==> config.mk <==
export PLATFORM = sky130hd
export DESIGN_NAME = md5_core
export DESIGN_NICKNAME = d
export VERILOG_FILES = /design/src/hdl/md5_pkg.sv /design/src/hdl/md5_const_rom.sv /design/src/hdl/md5_round_logic.sv /design/src/hdl/md5_msg_buffer.sv /design/src/hdl/md5_chunk_cruncher.sv /design/src/hdl/md5_core.sv
export SDC_FILE = /design/constraint.sdc
export NUM_CORES = 2
export LEC_CHECK = 0
export ABC_AREA = 1
export BUFFER_PORTS_ARGS = -buffer_cell sky130_fd_sc_hd__buf_2
export CORE_MARGIN = 2
export CORE_UTILIZATION = 35
export DETAILED_ROUTE_END_ITERATION = 8
export PLACE_DENSITY_LB_ADDON = 0.2
export SLEW_MARGIN = 20
export SYNTH_ARGS = -nofsm -noshare
export SYNTH_HDL_FRONTEND = slang
export SYNTH_SLANG_ARGS = --single-unit
export TNS_END_PERCENT = 100
==> constraint.sdc <==
create_clock -name clk -period 14.4 [get_ports clk]
set_input_delay 2.16 -clock clk [delete_from_list [all_inputs] [get_ports clk]]
set_output_delay 2.16 -clock clk [all_outputs]
set_load 0.03 [all_outputs]
==> src/hdl/md5_pkg.sv <==
package md5_pkg;

    typedef logic [31:0] md5_word_t;

    // chaining and working state, a in the top bits
    typedef struct packed {
        md5_word_t a;
        md5_word_t b;
        md5_word_t c;
        md5_word_t d;
    } md5_state_t;

    // host write into the message buffer
    typedef struct packed {
        logic      we;
        logic [3:0] addr;
        md5_word_t data;
    } md5_wr_t;

    localparam md5_state_t MD5_INIT = '{
        a: 32'h67452301,
        b: 32'hefcdab89,
        c: 32'h98badcfe,
        d: 32'h10325476
    };

    localparam int ROUNDS = 64;
    localparam int CHUNK_WORDS = 16;

endpackage

==> src/hdl/md5_const_rom.sv <==
module md5_const_rom (
    input  logic [5:0]         round,
    output md5_pkg::md5_word_t k,
    output logic [4:0]         shift
);

    logic [3:0][4:0] shift_row;

    always_comb begin
        case (round)
            6'd0:  k = 32'hd76aa478;
            6'd1:  k = 32'he8c7b756;
            6'd2:  k = 32'h242070db;
            6'd3:  k = 32'hc1bdceee;
            6'd4:  k = 32'hf57c0faf;
            6'd5:  k = 32'h4787c62a;
            6'd6:  k = 32'ha8304613;
            6'd7:  k = 32'hfd469501;
            6'd8:  k = 32'h698098d8;
            6'd9:  k = 32'h8b44f7af;
            6'd10: k = 32'hffff5bb1;
            6'd11: k = 32'h895cd7be;
            6'd12: k = 32'h6b901122;
            6'd13: k = 32'hfd987193;
            6'd14: k = 32'ha679438e;
            6'd15: k = 32'h49b40821;
            6'd16: k = 32'hf61e2562;
            6'd17: k = 32'hc040b340;
            6'd18: k = 32'h265e5a51;
            6'd19: k = 32'he9b6c7aa;
            6'd20: k = 32'hd62f105d;
            6'd21: k = 32'h02441453;
            6'd22: k = 32'hd8a1e681;
            6'd23: k = 32'he7d3fbc8;
            6'd24: k = 32'h21e1cde6;
            6'd25: k = 32'hc33707d6;
            6'd26: k = 32'hf4d50d87;
            6'd27: k = 32'h455a14ed;
            6'd28: k = 32'ha9e3e905;
            6'd29: k = 32'hfcefa3f8;
            6'd30: k = 32'h676f02d9;
            6'd31: k = 32'h8d2a4c8a;
            6'd32: k = 32'hfffa3942;
            6'd33: k = 32'h8771f681;
            6'd34: k = 32'h6d9d6122;
            6'd35: k = 32'hfde5380c;
            6'd36: k = 32'ha4beea44;
            6'd37: k = 32'h4bdecfa9;
            6'd38: k = 32'hf6bb4b60;
            6'd39: k = 32'hbebfbc70;
            6'd40: k = 32'h289b7ec6;
            6'd41: k = 32'heaa127fa;
            6'd42: k = 32'hd4ef3085;
            6'd43: k = 32'h04881d05;
            6'd44: k = 32'hd9d4d039;
            6'd45: k = 32'he6db99e5;
            6'd46: k = 32'h1fa27cf8;
            6'd47: k = 32'hc4ac5665;
            6'd48: k = 32'hf4292244;
            6'd49: k = 32'h432aff97;
            6'd50: k = 32'hab9423a7;
            6'd51: k = 32'hfc93a039;
            6'd52: k = 32'h655b59c3;
            6'd53: k = 32'h8f0ccc92;
            6'd54: k = 32'hffeff47d;
            6'd55: k = 32'h85845dd1;
            6'd56: k = 32'h6fa87e4f;
            6'd57: k = 32'hfe2ce6e0;
            6'd58: k = 32'ha3014314;
            6'd59: k = 32'h4e0811a1;
            6'd60: k = 32'hf7537e82;
            6'd61: k = 32'hbd3af235;
            6'd62: k = 32'h2ad7d2bb;
            default: k = 32'heb86d391;
        endcase
    end

    // one row of four shift amounts per round group, element 0 first
    always_comb begin
        case (round[5:4])
            2'd0:    shift_row = {5'd22, 5'd17, 5'd12, 5'd7};
            2'd1:    shift_row = {5'd20, 5'd14, 5'd9, 5'd5};
            2'd2:    shift_row = {5'd23, 5'd16, 5'd11, 5'd4};
            default: shift_row = {5'd21, 5'd15, 5'd10, 5'd6};
        endcase
    end

    assign shift = shift_row[round[1:0]];

endmodule

==> src/hdl/md5_round_logic.sv <==
module md5_round_logic (
    input  logic [5:0]         round,
    input  md5_pkg::md5_word_t b,
    input  md5_pkg::md5_word_t c,
    input  md5_pkg::md5_word_t d,
    output md5_pkg::md5_word_t f,
    output logic [3:0]         g
);

    logic [3:0] i;

    assign i = round[3:0];

    // g wraps modulo 16 through the 4-bit width
    always_comb begin
        case (round[5:4])
            2'd0: begin
                f = (b & c) | (~b & d);
                g = i;
            end
            2'd1: begin
                f = (b & d) | (c & ~d);
                g = (i << 2) + i + 4'd1;
            end
            2'd2: begin
                f = b ^ c ^ d;
                g = (i << 1) + i + 4'd5;
            end
            default: begin
                f = c ^ (b | ~d);
                g = (i << 3) - i;
            end
        endcase
    end

endmodule

==> src/hdl/md5_msg_buffer.sv <==
module md5_msg_buffer (
    input  logic               clk,
    input  md5_pkg::md5_wr_t   wr,
    input  logic [3:0]         raddr,
    output md5_pkg::md5_word_t rdata
);

    import md5_pkg::*;

    md5_word_t mem [CHUNK_WORDS];

    always_ff @(posedge clk) begin
        if (wr.we) begin
            mem[wr.addr] <= wr.data;
        end
    end

    // read port feeds the cruncher directly
    assign rdata = mem[raddr];

endmodule

==> src/hdl/md5_chunk_cruncher.sv <==
module md5_chunk_cruncher (
    input  logic               clk,
    input  logic               reset,
    input  logic               start,
    input  logic               new_message,
    output logic               done,
    output md5_pkg::md5_state_t digest,
    output md5_pkg::md5_state_t work,
    output logic [5:0]         round,
    input  md5_pkg::md5_word_t k,
    input  logic [4:0]         shift,
    input  md5_pkg::md5_word_t f,
    input  md5_pkg::md5_word_t mdata
);

    import md5_pkg::*;

    typedef enum logic [1:0] {
        CRUNCH,
        FINALIZE,
        FINISHED
    } stage_t;

    stage_t     stage;
    logic [1:0] step;
    logic [5:0] round_next;
    md5_state_t chain;
    md5_state_t start_state;
    md5_word_t  t0;
    md5_word_t  op_a;
    md5_word_t  op_b;
    md5_word_t  op_a_next;
    md5_word_t  op_b_next;
    md5_word_t  sum;
    logic [63:0] rot_wide;
    md5_word_t  rotated;

    // the one shared adder
    assign sum = op_a + op_b;

    // upper half of the doubled word is the left rotate
    assign rot_wide = {sum, sum} << shift;
    assign rotated = rot_wide[63:32];

    assign start_state = new_message ? MD5_INIT : chain;
    assign round_next = (round == 6'(ROUNDS - 1)) ? 6'd0 : round + 6'd1;

    assign done = (stage == FINISHED);
    assign digest = chain;

    // operands for the step that follows this edge
    always_comb begin
        op_a_next = op_a;
        op_b_next = op_b;
        if (start) begin
            op_a_next = start_state.a;
            op_b_next = k;
        end else if (stage == CRUNCH) begin
            case (step)
                2'd0: begin
                    op_a_next = f;
                    op_b_next = mdata;
                end
                2'd1: begin
                    op_a_next = t0;
                    op_b_next = sum;
                end
                2'd2: begin
                    op_a_next = work.b;
                    op_b_next = rotated;
                end
                default: begin
                    // d becomes the next a; round already points at the next K
                    if (round == 6'd0) begin
                        op_a_next = chain.a;
                        op_b_next = work.d;
                    end else begin
                        op_a_next = work.d;
                        op_b_next = k;
                    end
                end
            endcase
        end else if (stage == FINALIZE) begin
            case (step)
                2'd0: begin
                    op_a_next = chain.b;
                    op_b_next = work.b;
                end
                2'd1: begin
                    op_a_next = chain.c;
                    op_b_next = work.c;
                end
                2'd2: begin
                    op_a_next = chain.d;
                    op_b_next = work.d;
                end
                default: begin
                    op_a_next = op_a;
                    op_b_next = op_b;
                end
            endcase
        end
    end

    always_ff @(posedge clk) begin
        op_a <= op_a_next;
        op_b <= op_b_next;
        if (start) begin
            work <= start_state;
        end else if (stage == CRUNCH) begin
            if (step == 2'd0) begin
                t0 <= sum;
            end
            if (step == 2'd3) begin
                work.a <= work.d;
                work.b <= sum;
                work.c <= work.b;
                work.d <= work.c;
            end
        end
    end

    always_ff @(posedge clk) begin
        if (reset) begin
            stage <= FINISHED;
            step <= 2'd0;
            round <= 6'd0;
            chain <= MD5_INIT;
        end else if (start) begin
            stage <= CRUNCH;
            step <= 2'd0;
            round <= 6'd0;
            // a new message restarts the chain from the initial values
            chain <= start_state;
        end else if (stage == CRUNCH) begin
            step <= step + 2'd1;
            if (step == 2'd2) begin
                round <= round_next;
            end
            // round has wrapped once the last round reaches step 3
            if (step == 2'd3 && round == 6'd0) begin
                stage <= FINALIZE;
            end
        end else if (stage == FINALIZE) begin
            step <= step + 2'd1;
            case (step)
                2'd0: chain.a <= sum;
                2'd1: chain.b <= sum;
                2'd2: chain.c <= sum;
                default: begin
                    chain.d <= sum;
                    stage <= FINISHED;
                end
            endcase
        end
    end

    busy_time: assert property (@(posedge clk) disable iff (reset)
        start |=> (!done) [* 4 * ROUNDS + 4] ##1 done)
        else $error("done not low for exactly %0d cycles", 4 * ROUNDS + 4);

    start_idle: assert property (@(posedge clk) disable iff (reset)
        start |-> done)
        else $error("start while a chunk is in progress");

endmodule

==> src/hdl/md5_core.sv <==
module md5_core (
    input  logic                clk,
    input  logic                reset,
    input  md5_pkg::md5_wr_t    wr,
    input  logic                start,
    input  logic                new_message,
    output logic                done,
    output md5_pkg::md5_state_t digest
);

    import md5_pkg::*;

    logic [5:0] round;
    logic [4:0] shift;
    logic [3:0] g;
    md5_word_t  k;
    md5_word_t  f;
    md5_word_t  mdata;
    md5_state_t work;

    md5_msg_buffer u_buffer (
        .clk   (clk),
        .wr    (wr),
        .raddr (g),
        .rdata (mdata)
    );

    md5_const_rom u_rom (
        .round (round),
        .k     (k),
        .shift (shift)
    );

    // f and g come from the working b, c, d of the current round
    md5_round_logic u_round_logic (
        .round (round),
        .b     (work.b),
        .c     (work.c),
        .d     (work.d),
        .f     (f),
        .g     (g)
    );

    md5_chunk_cruncher u_cruncher (
        .clk         (clk),
        .reset       (reset),
        .start       (start),
        .new_message (new_message),
        .done        (done),
        .digest      (digest),
        .work        (work),
        .round       (round),
        .k           (k),
        .shift       (shift),
        .f           (f),
        .mdata       (mdata)
    );

    // the buffer is read every cycle while busy
    write_idle: assert property (@(posedge clk) disable iff (reset)
        wr.we |-> done)
        else $error("buffer write while a chunk is in progress");

endmodule

==> metrics <==
Final Hold Viols=0; initial antenna violation count=13; Tmin final=5.334 ns; CP Capture Type=flop; reg2reg path depth=20; Clock Tree Buf Depth=3; Max Clock Skew=0.04201 ns; Sum Neg Setup Slack=0 ns; area of the multi-input gates=19340 sq um; die height=370.5 um; H-tree levels=3; CTS Buf Count=99; P_leak=20.33 nW; Die X=370.5 um; Worst Setup Start Kind=flop; Root Driver=clkbuf_16; CP Cell Sequence=inv_1, ha_1, inv_2, buf_4, nand3_1, nand2_8, buf_4, buf_4, o21ai_0, o22ai_1, nand2_1, nand3_1, nand3_1, o21ai_1, inv_1, nand2_1, nand2_1, nand2_1, nand2_1, nand2_1; Synth Flop Type=edfxtp_1; WP buf/inv=6; Synth Register Bits=874; clock sink count=874; fmax=187.5 MHz; final global-route overflow total=0; core footprint=133500 sq um; register area share after synthesis=52.21%; placed inst area=49470 sq um; antenna viol nets, final=0; Final Total Pwr=6.743 mW; Warnings, synthesis=0; CTS tree=built; drt drc=0; Hold Path Class=flop to flop; # resized after CTS=0; FFs w/ async S/R, synth=0%; Rows=134; fin. max-slew vios=0; Vias=42760; first-pass GRT wire length=272300 um; Rel. slew slack=24.48%; clock latency at the later pin of the worst-skew pair=0.73 ns; wire per inst=25.46 um; Critical Path RT=14.98 ns; initial core utilization=35.22%; slew at the pin closest to its max-slew limit=1.132 ns; # port buffers=169; Global Route Usage Sum=26.76%; CTS clk-pin slew, worst paths=0.06 ns; Slowest-stage cell, CP=buf_4; crit path max fanout=73; DRT iter0 DRCs=5441; synth unique cells=59; Syn-to-layout area delta=12.14%; Synth Instances=5580; Mapped Area=47010 sq um; Fill cells=13530; most common cell after layout, fill and taps aside=nand2_1; period utilisation layout=37.04%; FF/Latch Area=24540 sq um; share of layout cells above drive strength 1=8.865%; crit path DAT=5.91 ns; HPWL Detailed=119600 um; syn_nets=5688; total die area=137300 sq um; fin area=52720 sq um; DRT Wirelength=189300 um; Worst Setup Path Type=flop to flop; largest net degree at the start of global routing=166; IO Count=170; Max Cap Viol=0; Worst path max stage delay=0.74 ns; vias per std cell=5.751; WP depth=20; worst hold margin=0.4980 ns; peak supply drop=0.1116 mV; GPL Wtd Cong=0.9692; Final #Nets=5695; number of global-route vias before repair=39420; Top delay family on crit path=buffers and inverters; TritonRoute pass-1 iters=8; commonest non-fill, non-tap cells in the layout=nand2_1 (975), nand3_1 (724), edfxtp_1 (704); cts-stage hold buffer count=0; RSZ-0062 raised after global routing=false; Mapped Avg Cell Area=8.424 sq um; Post-CTS Setup Bufs=0; Power per Cell Area=127.9 nW/um^2; setup ws final=9.066 ns; post-place setup slack=8.511 ns; final setup vio count=0; status=finished clean; most used cell, CP=nand2_1; hold path depth=2; Post-synth EDFFs=704
[logic make-up (layout without fill, tap and decap cells)]
| group | Yosys count | in the layout | synth area share, % |
|---|---|---|---|
| AOI/OAI and AO/OA | 1396 | 1396 | 17.23 |
| xor gates and xnor gates | 12 | 12 | 0.2555 |
| adders and majority gates | 67 | 67 | 1.815 |
| buffers and inverters | 851 | 934 | 7.171 |
| DFF | 874 | 874 | 52.21 |
| other | 0 | 5 | 0 |
| and+or+nand+nor | 2380 | 2380 | 21.31 |
[flip-flops by register name, summed over array words and instances, names as in the netlist]
signal / flops
u_cruncher.round: 6
u_cruncher.t0: 32
u_rom.k: 32
u_cruncher.digest: 128
u_cruncher.stage: 2
u_cruncher.step: 2
u_cruncher.op_a: 32
u_buffer.mem: 512
u_cruncher.work: 96
u_cruncher.op_b: 32
[worst min-delay path, cell delays in order, from the launching register on]
cell	delay, ns
dfxtp_1	0.32
inv_1	0.07
a32oi_1	0.05
[worst paths after layout]
kind | start | to | slack, ns
max reg2reg | u_cruncher.round[4] | u_cruncher.op_b[4] | 9.07
min | u_cruncher.digest[28] | u_cruncher.digest[28] | 0.50
min reg2reg | u_cruncher.digest[28] | u_cruncher.digest[28] | 0.50
max | u_cruncher.round[4] | u_cruncher.op_b[4] | 9.07
[metal layers]
metal  vias to the layer above  share of wire [%]  global-route usage, %
met5                         -              0.023                      0
met4                         6                4.8                  12.55
met1                     20720                 43                  37.69
met2                      2110                 44                  40.69
met3                       373                8.1                  3.543
li1                      19560                  -                      -
[Yosys cell counts (5+ instances only)]
| cell type | n | share of area [%] |
|---|---|---|
| inv_2 | 27 | 0.22 |
| inv_1 | 477 | 3.8 |
| ha_1 | 65 | 1.7 |
| nor2_2 | 11 | 0.15 |
| o21a_1 | 5 | 0.080 |
| clkbuf_1 | 206 | 1.6 |
| or2_1 | 7 | 0.093 |
| o21ai_0 | 481 | 5.1 |
| a21oi_1 | 336 | 3.6 |
| nor3_1 | 17 | 0.18 |
| dfxtp_1 | 170 | 7.2 |
| o22ai_1 | 66 | 0.88 |
| edfxtp_1 | 704 | 45 |
| nor2_1 | 607 | 4.8 |
| nand4_1 | 10 | 0.13 |
| a211o_1 | 8 | 0.15 |
| buf_4 | 14 | 0.22 |
| o211ai_1 | 83 | 1.3 |
| buf_1 | 30 | 0.24 |
| a31oi_1 | 55 | 0.73 |
| o221ai_1 | 20 | 0.37 |
| buf_2 | 92 | 0.98 |
| a211oi_1 | 8 | 0.13 |
| or2_2 | 11 | 0.15 |
| a22oi_1 | 8 | 0.13 |
| nand2_1 | 976 | 7.8 |
| a32oi_1 | 9 | 0.17 |
| o21bai_1 | 25 | 0.40 |
| a32o_1 | 24 | 0.51 |
| xor2_1 | 7 | 0.13 |
| o21ai_1 | 176 | 1.9 |
| o311ai_0 | 33 | 0.61 |
| nand3_1 | 725 | 7.7 |
| o2111ai_1 | 33 | 0.61 |
| a221oi_1 | 5 | 0.093 |
| o31ai_1 | 9 | 0.14 |
[power by group]
part	total, mW	leakage, nW	switching [mW]	internal (mW)
sequential	2.98	7.91	0.0911	2.89
combinational	1.25	10.9	0.941	0.310
clock	2.52	1.55	1.10	1.42
[cell type report]
class	count	share of cell area, %
clock buffers	125	5.039
repair buffers	250	2.870
inverters	507	3.629
well taps	1768	4.196
diodes	5	0.02373
clock inverters	52	0.9874
multi-input cells	3855	36.70
flip-flops and latches	874	46.56
[metrics by stage]
| stage | instances | util [%] |
|---|---|---|
| after CTS | 7429 | 39.45 |
| after floorplan | 5580 | - |
| final | 7436 | 39.50 |
| after global placement | 7252 | 37.07 |
| after detailed placement | 7252 | 37.07 |
| after global routing | 7433 | 39.49 |
No activity file was read; power rests on OpenSTA's default activity.
